File: src/design/steer_pkg.sv
package steer_pkg;

    localparam logic [31:0] RESET_PC = 32'h4000_0000;       // Boot ROM entry.

    // Top nibble of a memory load address.
    localparam logic [3:0] REGION_DMEM_A = 4'h1;
    localparam logic [3:0] REGION_DMEM_B = 4'h3;
    localparam logic [3:0] REGION_BIOS   = 4'h4;

    localparam logic [31:0] UART_CTRL_ADDR  = 32'h8000_0000;
    localparam logic [31:0] UART_RX_ADDR    = 32'h8000_0004;
    localparam logic [31:0] UART_CYCLE_ADDR = 32'h8000_0010;
    localparam logic [31:0] UART_INST_ADDR  = 32'h8000_0014;
    localparam logic [31:0] CONV_READ_ADDR  = 32'h8000_0020; // Accelerator result.

    typedef enum logic [1:0] {
        LD_IO  = 2'b01,                                      // Peripheral read.
        LD_MEM = 2'b10                                       // RAM or ROM load.
    } ld_kind_e;

    // ALT is the PC for operand A and the immediate for operand B.
    typedef enum logic [1:0] {
        FWD_REG = 2'b00,
        FWD_WB  = 2'b01,
        FWD_ALT = 2'b10
    } fwd_sel_e;

    typedef enum logic [2:0] {
        RET_NONE = 3'd0,
        RET_DMEM = 3'd1,
        RET_BIOS = 3'd2,
        RET_UART = 3'd3,
        RET_CONV = 3'd4
    } ret_src_e;

    typedef struct packed {
        logic        valid;
        ld_kind_e    kind;
        logic [31:0] addr;
    } load_req_t;

    typedef struct packed {
        logic [31:0] dmem;
        logic [31:0] bios;
        logic [31:0] uart;
        logic [31:0] conv;
    } read_data_t;

    typedef struct packed {
        logic        valid;
        logic        taken;
        logic [31:0] target;
    } resolve_t;

    typedef struct packed {
        logic [31:0] rs1;
        logic [31:0] rs2;
        logic [31:0] wb;
        logic [31:0] pc;
        logic [31:0] imm;
        fwd_sel_e    sel_a;
        fwd_sel_e    sel_b;
    } operand_src_t;

endpackage
File: src/design/pipeline_steer.sv
module pipeline_steer (
    input  logic                    clk,
    input  logic                    reset_i,
    input  logic                    stall_i,
    input  logic                    branch_fetch_i,
    input  logic                    predict_taken_i,
    input  logic [31:0]             fetch_target_i,
    input  logic                    jump_i,
    input  logic [31:0]             jump_target_i,
    input  steer_pkg::resolve_t     resolve_i,
    input  steer_pkg::load_req_t    ld_req_i,
    input  steer_pkg::read_data_t   rd_data_i,
    input  steer_pkg::operand_src_t ops_i,
    output logic [31:0]             pc_o,
    output logic                    flush_o,
    output logic [31:0]             wb_data_o,
    output logic                    wb_valid_o,
    output logic [31:0]             alu_a_o,
    output logic [31:0]             alu_b_o
);

    pc_select u_pc_select (
        .clk             (clk),
        .reset_i         (reset_i),
        .stall_i         (stall_i),
        .branch_fetch_i  (branch_fetch_i),
        .predict_taken_i (predict_taken_i),
        .fetch_target_i  (fetch_target_i),
        .jump_i          (jump_i),
        .jump_target_i   (jump_target_i),
        .resolve_i       (resolve_i),
        .pc_o            (pc_o),
        .flush_o         (flush_o)
    );

    load_return_mux u_load_return_mux (
        .clk        (clk),
        .reset_i    (reset_i),
        .ld_req_i   (ld_req_i),
        .rd_data_i  (rd_data_i),
        .wb_data_o  (wb_data_o),
        .wb_valid_o (wb_valid_o)
    );

    // Execute stage operands.
    operand_forward u_operand_forward (
        .ops_i   (ops_i),
        .alu_a_o (alu_a_o),
        .alu_b_o (alu_b_o)
    );

endmodule

File: src/design/operand_forward.sv
module operand_forward (
    input  steer_pkg::operand_src_t ops_i,
    output logic [31:0]             alu_a_o,
    output logic [31:0]             alu_b_o
);

    // Same rule on both sides, only the ALT source differs.
    function automatic logic [31:0] pick_operand(
        input steer_pkg::fwd_sel_e sel,
        input logic [31:0]         reg_val,
        input logic [31:0]         wb_val,
        input logic [31:0]         alt_val
    );
        logic [31:0] result;
        case (sel)
            steer_pkg::FWD_REG: result = reg_val;
            steer_pkg::FWD_WB:  result = wb_val;     // Bypass from writeback.
            steer_pkg::FWD_ALT: result = alt_val;
            default:            result = 32'b0;      // Spare code.
        endcase
        return result;
    endfunction

    assign alu_a_o = pick_operand(ops_i.sel_a, ops_i.rs1, ops_i.wb, ops_i.pc);
    assign alu_b_o = pick_operand(ops_i.sel_b, ops_i.rs2, ops_i.wb, ops_i.imm);

endmodule

File: src/design/load_return_mux.sv
module load_return_mux (
    input  logic                  clk,
    input  logic                  reset_i,
    input  steer_pkg::load_req_t  ld_req_i,
    input  steer_pkg::read_data_t rd_data_i,
    output logic [31:0]           wb_data_o,
    output logic                  wb_valid_o
);

    logic [3:0]          region;
    logic                is_uart;
    steer_pkg::ret_src_e src_d;
    steer_pkg::ret_src_e src_q;
    logic                valid_q;

    assign region  = ld_req_i.addr[31:28];
    assign is_uart = (ld_req_i.addr == steer_pkg::UART_CTRL_ADDR)  ||
                     (ld_req_i.addr == steer_pkg::UART_RX_ADDR)    ||
                     (ld_req_i.addr == steer_pkg::UART_CYCLE_ADDR) ||
                     (ld_req_i.addr == steer_pkg::UART_INST_ADDR);

    always_comb begin
        src_d = steer_pkg::RET_NONE;
        case (ld_req_i.kind)
            steer_pkg::LD_MEM: begin
                if (region == steer_pkg::REGION_DMEM_A || region == steer_pkg::REGION_DMEM_B) begin
                    src_d = steer_pkg::RET_DMEM;
                end else if (region == steer_pkg::REGION_BIOS) begin
                    src_d = steer_pkg::RET_BIOS;
                end
            end
            steer_pkg::LD_IO: begin
                if (is_uart) begin
                    src_d = steer_pkg::RET_UART;
                end else if (ld_req_i.addr == steer_pkg::CONV_READ_ADDR) begin
                    src_d = steer_pkg::RET_CONV;
                end
            end
            default: src_d = steer_pkg::RET_NONE;   // Unknown kind reads zero.
        endcase
    end

    always_ff @(posedge clk) begin
        if (reset_i) begin
            valid_q <= 1'b0;
            src_q   <= steer_pkg::RET_NONE;
        end else begin
            valid_q <= ld_req_i.valid;
            src_q   <= ld_req_i.valid ? src_d : steer_pkg::RET_NONE;
        end
    end

    // Memories answer one cycle after the request.
    always_comb begin
        case (src_q)
            steer_pkg::RET_DMEM: wb_data_o = rd_data_i.dmem;
            steer_pkg::RET_BIOS: wb_data_o = rd_data_i.bios;
            steer_pkg::RET_UART: wb_data_o = rd_data_i.uart;
            steer_pkg::RET_CONV: wb_data_o = rd_data_i.conv;
            default:             wb_data_o = 32'b0;
        endcase
    end

    assign wb_valid_o = valid_q;

endmodule

File: src/design/pc_select.sv
module pc_select (
    input  logic                clk,
    input  logic                reset_i,
    input  logic                stall_i,
    input  logic                branch_fetch_i,
    input  logic                predict_taken_i,
    input  logic [31:0]         fetch_target_i,
    input  logic                jump_i,
    input  logic [31:0]         jump_target_i,
    input  steer_pkg::resolve_t resolve_i,
    output logic [31:0]         pc_o,
    output logic                flush_o
);

    logic [31:0] pc_q;
    logic [31:0] pc_next;
    logic [31:0] pc_plus4;
    logic        pred_q;                      // Guess made for the branch in flight.
    logic [31:0] fall_q;                      // Fall-through of that branch.
    logic        mispredict;

    assign pc_plus4 = pc_q + 32'd4;

    // The branch fetched last cycle resolves now, so compare against the record.
    assign mispredict = resolve_i.valid && (resolve_i.taken != pred_q);

    assign flush_o = mispredict;
    assign pc_o    = pc_q;

    always_comb begin
        if (mispredict) begin
            if (resolve_i.taken) begin
                pc_next = resolve_i.target;   // Missed a taken branch.
            end else begin
                pc_next = fall_q;             // Wrongly guessed taken.
            end
        end else if (stall_i) begin
            pc_next = pc_q;
        end else if (jump_i) begin
            pc_next = jump_target_i;
        end else if (branch_fetch_i && predict_taken_i) begin
            pc_next = fetch_target_i;
        end else begin
            pc_next = pc_plus4;
        end
    end

    always_ff @(posedge clk) begin
        if (reset_i) begin
            pc_q   <= steer_pkg::RESET_PC;
            pred_q <= 1'b0;
        end else begin
            pc_q <= pc_next;
            if (!stall_i) begin
                pred_q <= branch_fetch_i && predict_taken_i;
            end
        end
    end

    // Fall-through of the last fetch that was not stalled.
    always_ff @(posedge clk) begin
        if (!stall_i) begin
            fall_q <= pc_plus4;
        end
    end

endmodule

File: config.mk
export PLATFORM = sky130hd
export DESIGN_NAME = pipeline_steer
export DESIGN_NICKNAME = d
export VERILOG_FILES = /design/src/design/steer_pkg.sv /design/src/design/pipeline_steer.sv /design/src/design/operand_forward.sv /design/src/design/load_return_mux.sv /design/src/design/pc_select.sv
export SDC_FILE = /design/constraint.sdc
export NUM_CORES = 1
export LEC_CHECK = 0
export ABC_CLOCK_PERIOD_IN_PS = 3600
export BUFFER_PORTS_ARGS = -buffer_cell sky130_fd_sc_hd__buf_2
export CAP_MARGIN = 10
export CELL_PAD_IN_SITES_DETAIL_PLACEMENT = 1
export CELL_PAD_IN_SITES_GLOBAL_PLACEMENT = 2
export CORE_AREA = 2 2 216 218
export DETAILED_ROUTE_END_ITERATION = 7
export DIE_AREA = 0 0 218 220
export PLACE_DENSITY = 0.7
export SLEW_MARGIN = 20
export SYNTH_ARGS = -nofsm -noshare
export SYNTH_HDL_FRONTEND = slang
export SYNTH_HIERARCHICAL = 1
export SYNTH_SLANG_ARGS = --single-unit
File: constraint.sdc
create_clock -name clk -period 3.6 [get_ports clk]
set_clock_uncertainty 0.2 [all_clocks]
set_input_delay 0.36 -clock clk [delete_from_list [all_inputs] [get_ports clk]]
set_output_delay 0.36 -clock clk [all_outputs]
set_load 0.005 [all_outputs]
==> results of run 1 <==
## layout make-up
type,instances,area (um^2)
diodes,7,17.5
flip-flops and latches,69,1700
clock inverters,7,75.1
inverters,18,67.6
clock buffers,9,225
fillers,5684,35400
repair buffers,591,3090
well taps,607,759
multi-input cells,618,4500
## placed cells by master (no fill, tap or decap), drive strengths merged, types with 5 or more instances in the layout
cell type / instances
a21oi: 29
a2111oi: 6
mux2i: 95
xor2: 9
o21a: 6
nor3: 23
nor4: 17
xnor2: 18
diode: 7
and4: 5
nand2: 85
o311ai: 8
nand3: 17
clkbuf: 9
inv: 22
a211o: 5
o211ai: 7
dfxtp: 37
edfxtp: 32
and3: 5
o2bb2ai: 64
nor2: 21
o32ai: 5
a211oi: 21
a31oi: 5
a22oi: 65
nand2b: 12
o21ai: 9
nand4: 14
nor2b: 11
or3: 5
buf: 591
## cell families after synthesis
family | Yosys count | synth area share, %
AO/OA/AOI/OAI | 259 | 29.8
AND/OR/NAND/NOR | 231 | 18.2
multiplexers | 98 | 14.7
buffers and inverters | 95 | 7.82
flip-flops | 69 | 25.4
XOR/XNOR | 27 | 3.53
adder cells (fa/ha/maj) | 3 | 0.560
## power breakdown
part           internal [mW]  switching, mW  leakage [nW]
registers              0.897         0.0755         0.630
logic                  0.437          0.489          4.20
clock network          0.494          0.461         0.145
total                   1.83           1.02          4.97
## state kept, by name (all words and copies together) (netlist names)
register and count:
u_pc_select/pred_q 1, u_pc_select/pc_o 32, u_pc_select/fall_q 32, u_load_return_mux/wb_valid_o 1
u_load_return_mux/src_q 3
## worst paths after layout
check / depth (start not counted) / to / start / slack (ps)
worst max-delay path: 5 / wb_data_o[1] / u_load_return_mux/src_q[1] / 850
worst min-delay path: 2 / u_load_return_mux/wb_valid_o / reset_i / 60
worst max register to register: 5 / u_pc_select/pc_o[22] / u_pc_select/pc_o[17] / 1110
worst min register to register: 0 / u_pc_select/fall_q[0] / u_pc_select/pc_o[0] / 290
## metrics by stage
step                      std cells  total power, mW  utilization [%]  area, um^2
final                          1926             2.85             22.7       10400
after global routing           1925             3.01             22.7       10400
after CTS                      1919             2.89             22.7       10400
after detailed placement       1903             1.91             22.1       10100
after global placement         1903             1.90             22.0       10100
after floorplan                 782             1.38                -        6710
## metal layers
metal  share of wire, %  GRT usage, %  up-vias
li1                   -             -     4132
met1                 39          21.5     4420
met2                 51          33.8      438
met3                8.4          5.74       64
met4                1.7          4.78        0
met5                  0             0        -
## critical path, stage by stage (launching register included)
cell     delay [ps]
dfxtp_1         400
and3b_1         650
buf_12          250
a22oi_1         110
nand2_1         240
buf_2           170
==> results.md, run 1 <==
* Status: completed
* LEAKAGE at around 5.0 nW
* Worst setup SP type: flip-flop
* Nets@finish at roughly 1,700
* Antenna violations before repair at 27
* Number of flops mapped to enable cells by yosys at 32
* Most frequent cells after synthesis: mux2i_1 (95), nand2_1 (85), a22oi_1 (65), o2bb2ai_1 (64), clkbuf_1 (44)
* Place WS at roughly 1100 ps
* Synthesized flop and latch total at 69
* Synthesized Nets at 1,216
* Number of global-route vias before repair at 8,973
* Main area contributors after synthesis: edfxtp_1 (14%), mux2i_1 (14%), dfxtp_1 (11%), o2bb2ai_1 (8.4%), a22oi_1 (7.3%)
* Unrepaired setup endpoints after global routing: no
* Syn_area_per_cell at ~8.6 um^2
* Fin Hold WS at 63.6 ps
* Pre-Repair DR Iteration Count at 5
* Cell area after synthesis at roughly 6700 um^2
* Worst EP required at 3040 ps
* Crit path time final at ~2700 ps
* Post-synth top area share at 14.3%
* Achievable frequency at between 300 and 400 MHz
* Cts bufs inserted at 9
* DRC at 0
* WP data arrival at around 2200 ps
* Post-synthesis sequential area ratio at between 20% and 30%
* Tcrit/Tclk final at 76.4%
* Congestion Overflow GR at 0
* Fin. Hold Viols at 0
* Initial core utilization at between 10 and 15%
* Die X at approximately 220 um
* Clk sinks at 69
* Worst-Skew Late Latency at around 360 ps
* Max Cap Violations at 0
* Post-detailed-route count of antenna-violating nets at 0
* Cell type with the largest total area after synthesis: edfxtp_1
* Clk slew on worst S/H paths at 80 ps
* Post-synthesis cell count at 782
* Layout cells sized above 1 at a little under half
* Cell Pwr Density at around 270 nW/um^2
* Core ar. at 45,900 um^2
* First-pass GRT wire length at between 60 and 70 mm
* CP Capture Type: output pin
* Root buffer cell: clkbuf_16
* Site Rows at around 80
* Crit-path max FO at 19
* Placer Congestion at approximately 0.81
* Vias/cell at ~4.7
* Post-CTS Hold Buffers at 0
* Wire per inst at 25.1 um
* Post-CTS Resized at 0
* Detailed Route Iter0 Violations at 425
* Setup Buffers After CTS at 0
* Setup WS post-layout at 850 ps
* Clk buf depth at 2
* P&R area growth vs syn at 55.6%
* Min-delay worst type: input pin to flip-flop
* Setup TNS at 0 ps
* Slew Viols, Final at 0
* Asr flop ratio synth at 0%
* Peak VDD IR at a little under 200 uV
* Netlist cell types at between 70 and 80
* Slew margin rel. at 36.5%
* Slew @ Worst Pin at about 950 ps
* H-Tree Depth at 3
* CTS tree: built
* Yosys warns at 6
* Top_reg_cell synth: dfxtp_1
* Final Setup Violations at 0
* Worst Path Class, Setup: flip-flop to output pin
* Boundary Pins at between 500 and 600
* Total number of vias at 9,054
* WL final at ~48 mm
* DP HPWL at about 41 mm
* GRT Resource Usage Total at a little under a fifth
* Largest net degree at the start of global routing at 62
* Die ar. at ~48,000 um^2
* Top-count cell post-synth: mux2i_1
* IO buf count at 560
* Die Ht at ~220 um
Power figures use the tool's default switching activity.
==> run 2, diff against run 1 <==
--- a/config.mk
+++ b/config.mk
@@ -5,7 +5,7 @@
 export SDC_FILE = /design/constraint.sdc
 export NUM_CORES = 1
 export LEC_CHECK = 0
-export ABC_CLOCK_PERIOD_IN_PS = 3600
+export ABC_CLOCK_PERIOD_IN_PS = 2670
 export BUFFER_PORTS_ARGS = -buffer_cell sky130_fd_sc_hd__buf_2
 export CAP_MARGIN = 10
 export CELL_PAD_IN_SITES_DETAIL_PLACEMENT = 1
==> constraint.sdc (replaced) <==
create_clock -name clk -period 2.67 [get_ports clk]
set_clock_uncertainty 0.2 [all_clocks]
set_input_delay 0.267 -clock clk [delete_from_list [all_inputs] [get_ports clk]]
set_output_delay 0.267 -clock clk [all_outputs]
set_load 0.005 [all_outputs]
==> results.md, run 2 (same netlist as run 1, synthesis figures left out) <==
* H-Tree Depth at 3 (unchanged)
* Detailed Route Iter0 Violations at 684 (was 425)
* Worst-Skew Late Latency at 350 ps (was 360 ps)
* Largest net degree at the start of global routing at 43 (was 62)
* Reg2Reg Depth at 6 (was 5)
* Fin Hold WS at 28.5 ps (was 63.6 ps)
* LEAKAGE at 5.05 nW (was 4.97 nW)
* Crit-path max FO at 6 (was 19)
* Cts bufs inserted at 9 (unchanged)
* Clk buf depth at 2 (unchanged)
* Antenna violations before repair at 16 (was 27)
* Status: completed (unchanged)
* Die X at 218 um (unchanged)
* Unrepaired setup endpoints after global routing: no (unchanged)
* Core ar. at 45,900 um^2 (unchanged)
* Clk sinks at 69 (unchanged)
* Pre-Repair DR Iteration Count at 5 (unchanged)
* Cell Chain, Critical Path: ha_1 > nand3_1 > or3_1 > a311o_1 > a221o_1 > a21oi_1 (was and3b_1 > buf_12 > a22oi_1 > nand2_1 > buf_2)
* Setup TNS at 0 ps (unchanged)
* CP Capture Type: flip-flop (was output pin)
* First-pass GRT wire length at 64.9 mm (was 65.1 mm)
* CTS tree: built (unchanged)
* Placed cells at 1,915 (was 1,903)
* DRC at 0 (unchanged)
* Flop2flop setup slack at 280 ps (was 1110 ps)
* Root buffer cell: clkbuf_16 (unchanged)
* Worst EP required at 2750 ps (was 3040 ps)
* Fin. Hold Viols at 0 (unchanged)
* Max Cap Violations at 0 (unchanged)
* Boundary Pins at 561 (unchanged)
* Peak VDD IR at 309 uV (was 192 uV)
* Achievable frequency at 418 MHz
* Die Ht at 220 um (unchanged)
* Vias/cell at 4.67 (was 4.70)
* Die ar. at 48,000 um^2 (unchanged)
* GRT Resource Usage Total at 18.7% (was 18.8%)
* Hold path start: ld_req_i[34] (was reset_i)
* R2R Path End: u_pc_select/pc_o[10] (was u_pc_select/pc_o[22])
* Clk slew on worst S/H paths at 60 ps (was 80 ps)
* Initial core utilization at 14.6% (unchanged)
* Nets@finish at 1,757 (was 1,741)
* WP data arrival at 2470 ps (was 2190 ps)
* Slew margin rel. at 33.5% (was 36.5%)
* Cell Pwr Density at 354 nW/um^2 (was 273 nW/um^2)
* IO buf count at 560 (unchanged)
* Hold depth at 2 (unchanged)
* Layout cells sized above 1 at 48.3% (was 47.9%)
* P&R area growth vs syn at 57.5% (was 55.6%)
* Commonest cells after routing, fill and taps aside: buf_2 (560), mux2i_1 (95), nand2_1 (85), a22oi_1 (65), o2bb2ai_1 (64) (unchanged)
* Total number of vias at 9,051 (was 9,054)
* Post-detailed-route count of antenna-violating nets at 0 (unchanged)
* Worst Path Class, Setup: flip-flop to flip-flop (was flip-flop to output pin)
* Slew @ Worst Pin at 997 ps (was 952 ps)
* Number of global-route vias before repair at 9,164 (was 8,973)
* Min-delay worst type: input pin to flip-flop (unchanged)
* Wire per inst at 24.7 um (was 25.1 um)
* Crit. Startpoint: u_pc_select/pc_o[2] (was u_load_return_mux/src_q[1])
* Crit path time final at about 2400 ps
* CP max stage cell: dfxtp_1 (was and3b_1)
* WL final at 48.0 mm (was 48.4 mm)
* Site Rows at 79 (unchanged)
* Most common cell after layout, fill and taps aside: buf_2 (unchanged)
* Placer Congestion at 0.879 (was 0.808)
* Hold EP: u_load_return_mux/wb_valid_o (unchanged)
* Final Setup Violations at 0 (unchanged)
* Slew Viols, Final at 0 (unchanged)
* Congestion Overflow GR at 0 (unchanged)
* R2r startpoint: u_pc_select/pc_o[2] (was u_pc_select/pc_o[17])
* Layout Cells excl Fill at 1,940 (was 1,926)
* DP HPWL at 40.4 mm (was 40.5 mm)
* Worst setup SP type: flip-flop (unchanged)
* Tcrit/Tclk final at 89.6%
* CP peak stage delay at 510 ps (was 650 ps)
run 2: changes by cell type in the layout (fill, tap and decap cells not counted), moves of 2 or more:
cell	change
dlygate4sd3_1	+2
buf_4	+11
buf_12	+3
inv_8	-3
clkinv_2	+2
diode_2	-2
run 2: per-layer routing:
metal  vias up  global-route usage (%)  routed length, um
met3        66                    5.78               3990
met1      4435                    22.1              19100
met2       393                    33.1              23900
met5         -                       0                 67
met4        10                    3.74                922
li1       4147                       -                  -
run 2: worst max path at each step:
stage,slack (ps),end
floorplan,370,u_pc_select/pc_o[4]
global placement,260,u_pc_select/pc_o[10]
detailed placement,260,u_pc_select/pc_o[18]
CTS,50,wb_data_o[12]
global route,40,u_pc_select/pc_o[8]
finish,280,u_pc_select/pc_o[10]
run 2: timing repair:
item | CTS | global route
resized for setup | 0 | 1
buffers inserted | 0 | 2
endpoints found under the hold margin | 2 | 0
endpoints found under the setup margin | 0 | 2
hold buffers | 2 | 0
run 2: area by class of cell:
class | instances | area, um^2
Multi-Input combinational cell | 618 | 4500
Fill cell | 5666 | 35300
Clock inverter | 7 | 47.5
Timing Repair Buffer | 607 | 3250
Antenna cell | 5 | 12.5
Inverter | 18 | 67.6
Tap cell | 607 | 759
Clock buffer | 9 | 225
Sequential cell | 69 | 1700
run 2: per-stage QoR:
stage / total power [mW] / setup slack (ps) / cell area [um^2] / utilization (%)
6_report: 3.74 / 278 / 10600 / 23.0
5_1_grt: 3.95 / 36.9 / 10600 / 23.0
4_1_cts: 3.77 / 51.8 / 10500 / 23.0
3_5_place_dp: 2.61 / 255 / 10200 / 22.3
3_3_place_gp: 2.59 / 255 / 10200 / 22.3
2_1_floorplan: 1.87 / 374 / 6710 / -
run 2: critical path: cells and delay by family (launching register included):
kind                     cells  cell delay, ps
flip-flops                   1             510
AO/OA/AOI/OAI                3             720
adder cells (fa/ha/maj)      1             400
AND/OR/NAND/NOR              2             490
run 2: where the power goes:
part	leakage (nW)	internal [mW]	total, mW	switching [mW]
Combinational	4.28	0.607	1.28	0.674
Clock	0.134	0.632	1.15	0.518
Sequential	0.630	1.21	1.31	0.0989
Total	5.05	2.45	3.74	1.29
==> run 3, diff against run 2 <==
--- a/config.mk
+++ b/config.mk
@@ -11,8 +11,10 @@
 export CELL_PAD_IN_SITES_DETAIL_PLACEMENT = 1
 export CELL_PAD_IN_SITES_GLOBAL_PLACEMENT = 2
 export CORE_AREA = 2 2 216 218
+export CTS_BUF_LIST = sky130_fd_sc_hd__clkbuf_4 sky130_fd_sc_hd__clkbuf_8
 export DETAILED_ROUTE_END_ITERATION = 7
 export DIE_AREA = 0 0 218 220
+export GPL_ROUTABILITY_DRIVEN = 0
 export PLACE_DENSITY = 0.7
 export SLEW_MARGIN = 20
 export SYNTH_ARGS = -nofsm -noshare
==> results.md, run 3 (same netlist as run 1, synthesis figures left out) <==
* Fin Hold WS at 33.5 ps (was 28.5 ps)
* Met1 usage at 22.4% (was 22.1%)
* CP Capture Type: flip-flop (unchanged)
* Met3 global-route usage at 5.05% (was 5.78%)
* Cell Chain, Critical Path: ha_1 > nand3_1 > or3_1 > a311o_1 > a221o_1 > a21oi_1 (unchanged)
* Nets@finish at 1,762 (was 1,757)
* Clk sinks at 69 (unchanged)
* Cts bufs inserted at 9 (unchanged)
* Die Ht at 220 um (unchanged)
* Worst EP required at 2780 ps (was 2750 ps)
* Crit path max-delay family: compound AO/OA/AOI/OAI gates (unchanged)
* Clk slew on worst S/H paths at 90 ps (was 60 ps)
* Core ar. at 45,900 um^2 (unchanged)
* Slew @ Worst Pin at 992 ps (was 997 ps)
* Power Internal at 2.16 mW (was 2.45 mW)
* Post-detailed-route count of antenna-violating nets at 0 (unchanged)
* Net Sw Frac at 36.7% (was 34.5%)
* Slew margin rel. at 33.7% (was 33.5%)
* Crit-path max FO at 6 (unchanged)
* Fin. Hold Viols at 0 (unchanged)
* First-pass GRT wire length at 65.0 mm (was 64.9 mm)
* H-Tree Depth at 3 (unchanged)
* Slew Viols, Final at 0 (unchanged)
* Busiest layer in global routing: met2 (unchanged)
* Cell Pwr Density at 325 nW/um^2 (was 354 nW/um^2)
* Worst-Skew Late Latency at 380 ps (was 350 ps)
* Clk buf depth at 2 (unchanged)
* WL final at 48.0 mm (about the same)
* Hold depth at 4 (was 2)
* Crit path time final at 2400 ps (was 2390 ps)
* Sequential group share of total power at 38.3% (was 35.0%)
* Combinational share of power at 37.7% (was 34.3%)
* DP HPWL at 40.4 mm (unchanged)
* CTS tree: built (unchanged)
* Dpl cell area at 10,200 um^2 (unchanged)
* Initial core utilization at 14.6% (unchanged)
* Peak VDD IR at 206 uV (was 309 uV)
* Clk network pwr share at 24.0% (was 30.7%)
* Layout cells sized above 1 at 48.2% (was 48.3%)
* Antenna violations before repair at 13 (was 16)
* Tcrit/Tclk final at 90.0% (was 89.6%)
* Wire per inst at 24.7 um (about the same)
* Min-delay worst type: input pin to flip-flop (unchanged)
* Cell depth of the worst setup path at 6 (unchanged)
* Reg2Reg Depth at 6 (unchanged)
* Largest net degree at the start of global routing at 43 (unchanged)
* P&R area growth vs syn at 56.6% (was 57.5%)
* Root buffer cell: clkbuf_8 (was clkbuf_16)
* Achievable frequency at 416 MHz (was 418 MHz)
* Worst Path Class, Setup: flip-flop to flip-flop (unchanged)
* Detailed Route Iter0 Violations at 542 (was 684)
* Boundary Pins at 561 (unchanged)
* Congestion Overflow GR at 0 (unchanged)
* Site Rows at 79 (unchanged)
* Die X at 218 um (unchanged)
* Max Cap Violations at 0 (unchanged)
* WP data arrival at 2510 ps (was 2470 ps)
* Setup TNS at 0 ps (unchanged)
* Number of global-route vias before repair at 9,130 (was 9,164)
* Number of fill cells at 5,672 (was 5,666)
* Final Setup Violations at 0 (unchanged)
* Met2 Use GR at 33.6% (was 33.1%)
* Psw at 1.25 mW (was 1.29 mW)
* Commonest cells after routing, fill and taps aside: buf_2 (560), mux2i_1 (95), nand2_1 (85), a22oi_1 (65), o2bb2ai_1 (64) (unchanged)
* Post-route cell area at 10,500 um^2 (was 10,600 um^2)
* Most common cell after layout, fill and taps aside: buf_2 (unchanged)
* LEAKAGE at 5.02 nW (was 5.05 nW)
* Pre-Repair DR Iteration Count at 5 (unchanged)
* Unrepaired setup endpoints after global routing: no (unchanged)
* DRC at 0 (unchanged)
* Power Total at 3.42 mW (was 3.74 mW)
* GRT Resource Usage Total at 18.6% (was 18.7%)
* CP peak stage delay at 520 ps (was 510 ps)
* Status: completed (unchanged)
* Vias/cell at 4.64 (was 4.67)
* Die ar. at 48,000 um^2 (unchanged)
* IO buf count at 560 (unchanged)
* CP max stage cell: dfxtp_1 (unchanged)
* Worst setup SP type: flip-flop (unchanged)
* CP bufs+invs at 0 (unchanged)
* Total number of vias at 9,016 (was 9,051)
==> run 3: cell count changes in the layout (fill, tap and decap cells not counted), sizes merged <==
cell,change
dlygate4sd3,+5
diode,-3
==> run 3: final cells by class <==
cell class | instances | area, um^2 | share of cell area (%)
sequential | 69 | 1700 | 16.2
clock buffer | 9 | 124 | 1.18
tap | 607 | 759 | 7.23
multi-input combinational | 618 | 4500 | 42.8
inverter | 18 | 67.6 | 0.643
clock inverter | 7 | 47.5 | 0.453
antenna | 2 | 5.00 | 0.0477
timing repair buffer | 612 | 3300 | 31.4
==> run 3: worst paths after layout <==
check | start | to | slack (ps)
max | u_pc_select/pc_o[2] | u_pc_select/pc_o[10] | 270
min | ld_req_i[29] | u_load_return_mux/src_q[1] | 30
max reg2reg | u_pc_select/pc_o[2] | u_pc_select/pc_o[10] | 270
min reg2reg | u_pc_select/pc_o[0] | u_pc_select/fall_q[0] | 290
==> run 3: power groups by stage <==
stage          sequential, mW  clock, mW  combinational [mW]
3_5_place_dp             1.33          0                1.28
6_report                 1.31      0.820                1.29
2_1_floorplan            1.30          0               0.561
4_1_cts                  1.31      0.845                1.30
3_3_place_gp             1.32          0                1.27
5_1_grt                  1.32      0.892                1.40
==> run 3: worst min-delay path: cells and delay by family <==
| kind | cells | cell delay (ps) |
|---|---|---|
| buf+inv | 1 | 80 |
| simple gates | 2 | 160 |
| compound gates | 1 | 50 |
==> run 3: timing repair <==
item / 4_1_cts / 5_1_grt
hold endpoints to repair: 5 / 0
buffers inserted: 0 / 2
setup endpoints to repair: 0 / 4
hold buffers: 7 / 0
gates resized for setup: 0 / 1
==> run 3: routing by layer <==
layer,vias up,wire length [um],part of all wire [%]
met5,-,67,0.14
met4,10,536,1.1
met3,53,3730,7.8
met2,392,24200,50
met1,4406,19500,41
li1,4155,-,-
==> run 3: metrics by stage <==
| step | setup WS, ps | util, % | cells |
|---|---|---|---|
| floorplan | 374 | - | 782 |
| global placement | 255 | 22.3 | 1915 |
| detailed placement | 255 | 22.3 | 1915 |
| CTS | 10.6 | 22.9 | 1938 |
| global route | 38.2 | 22.9 | 1940 |
| finish | 266 | 22.9 | 1942 |
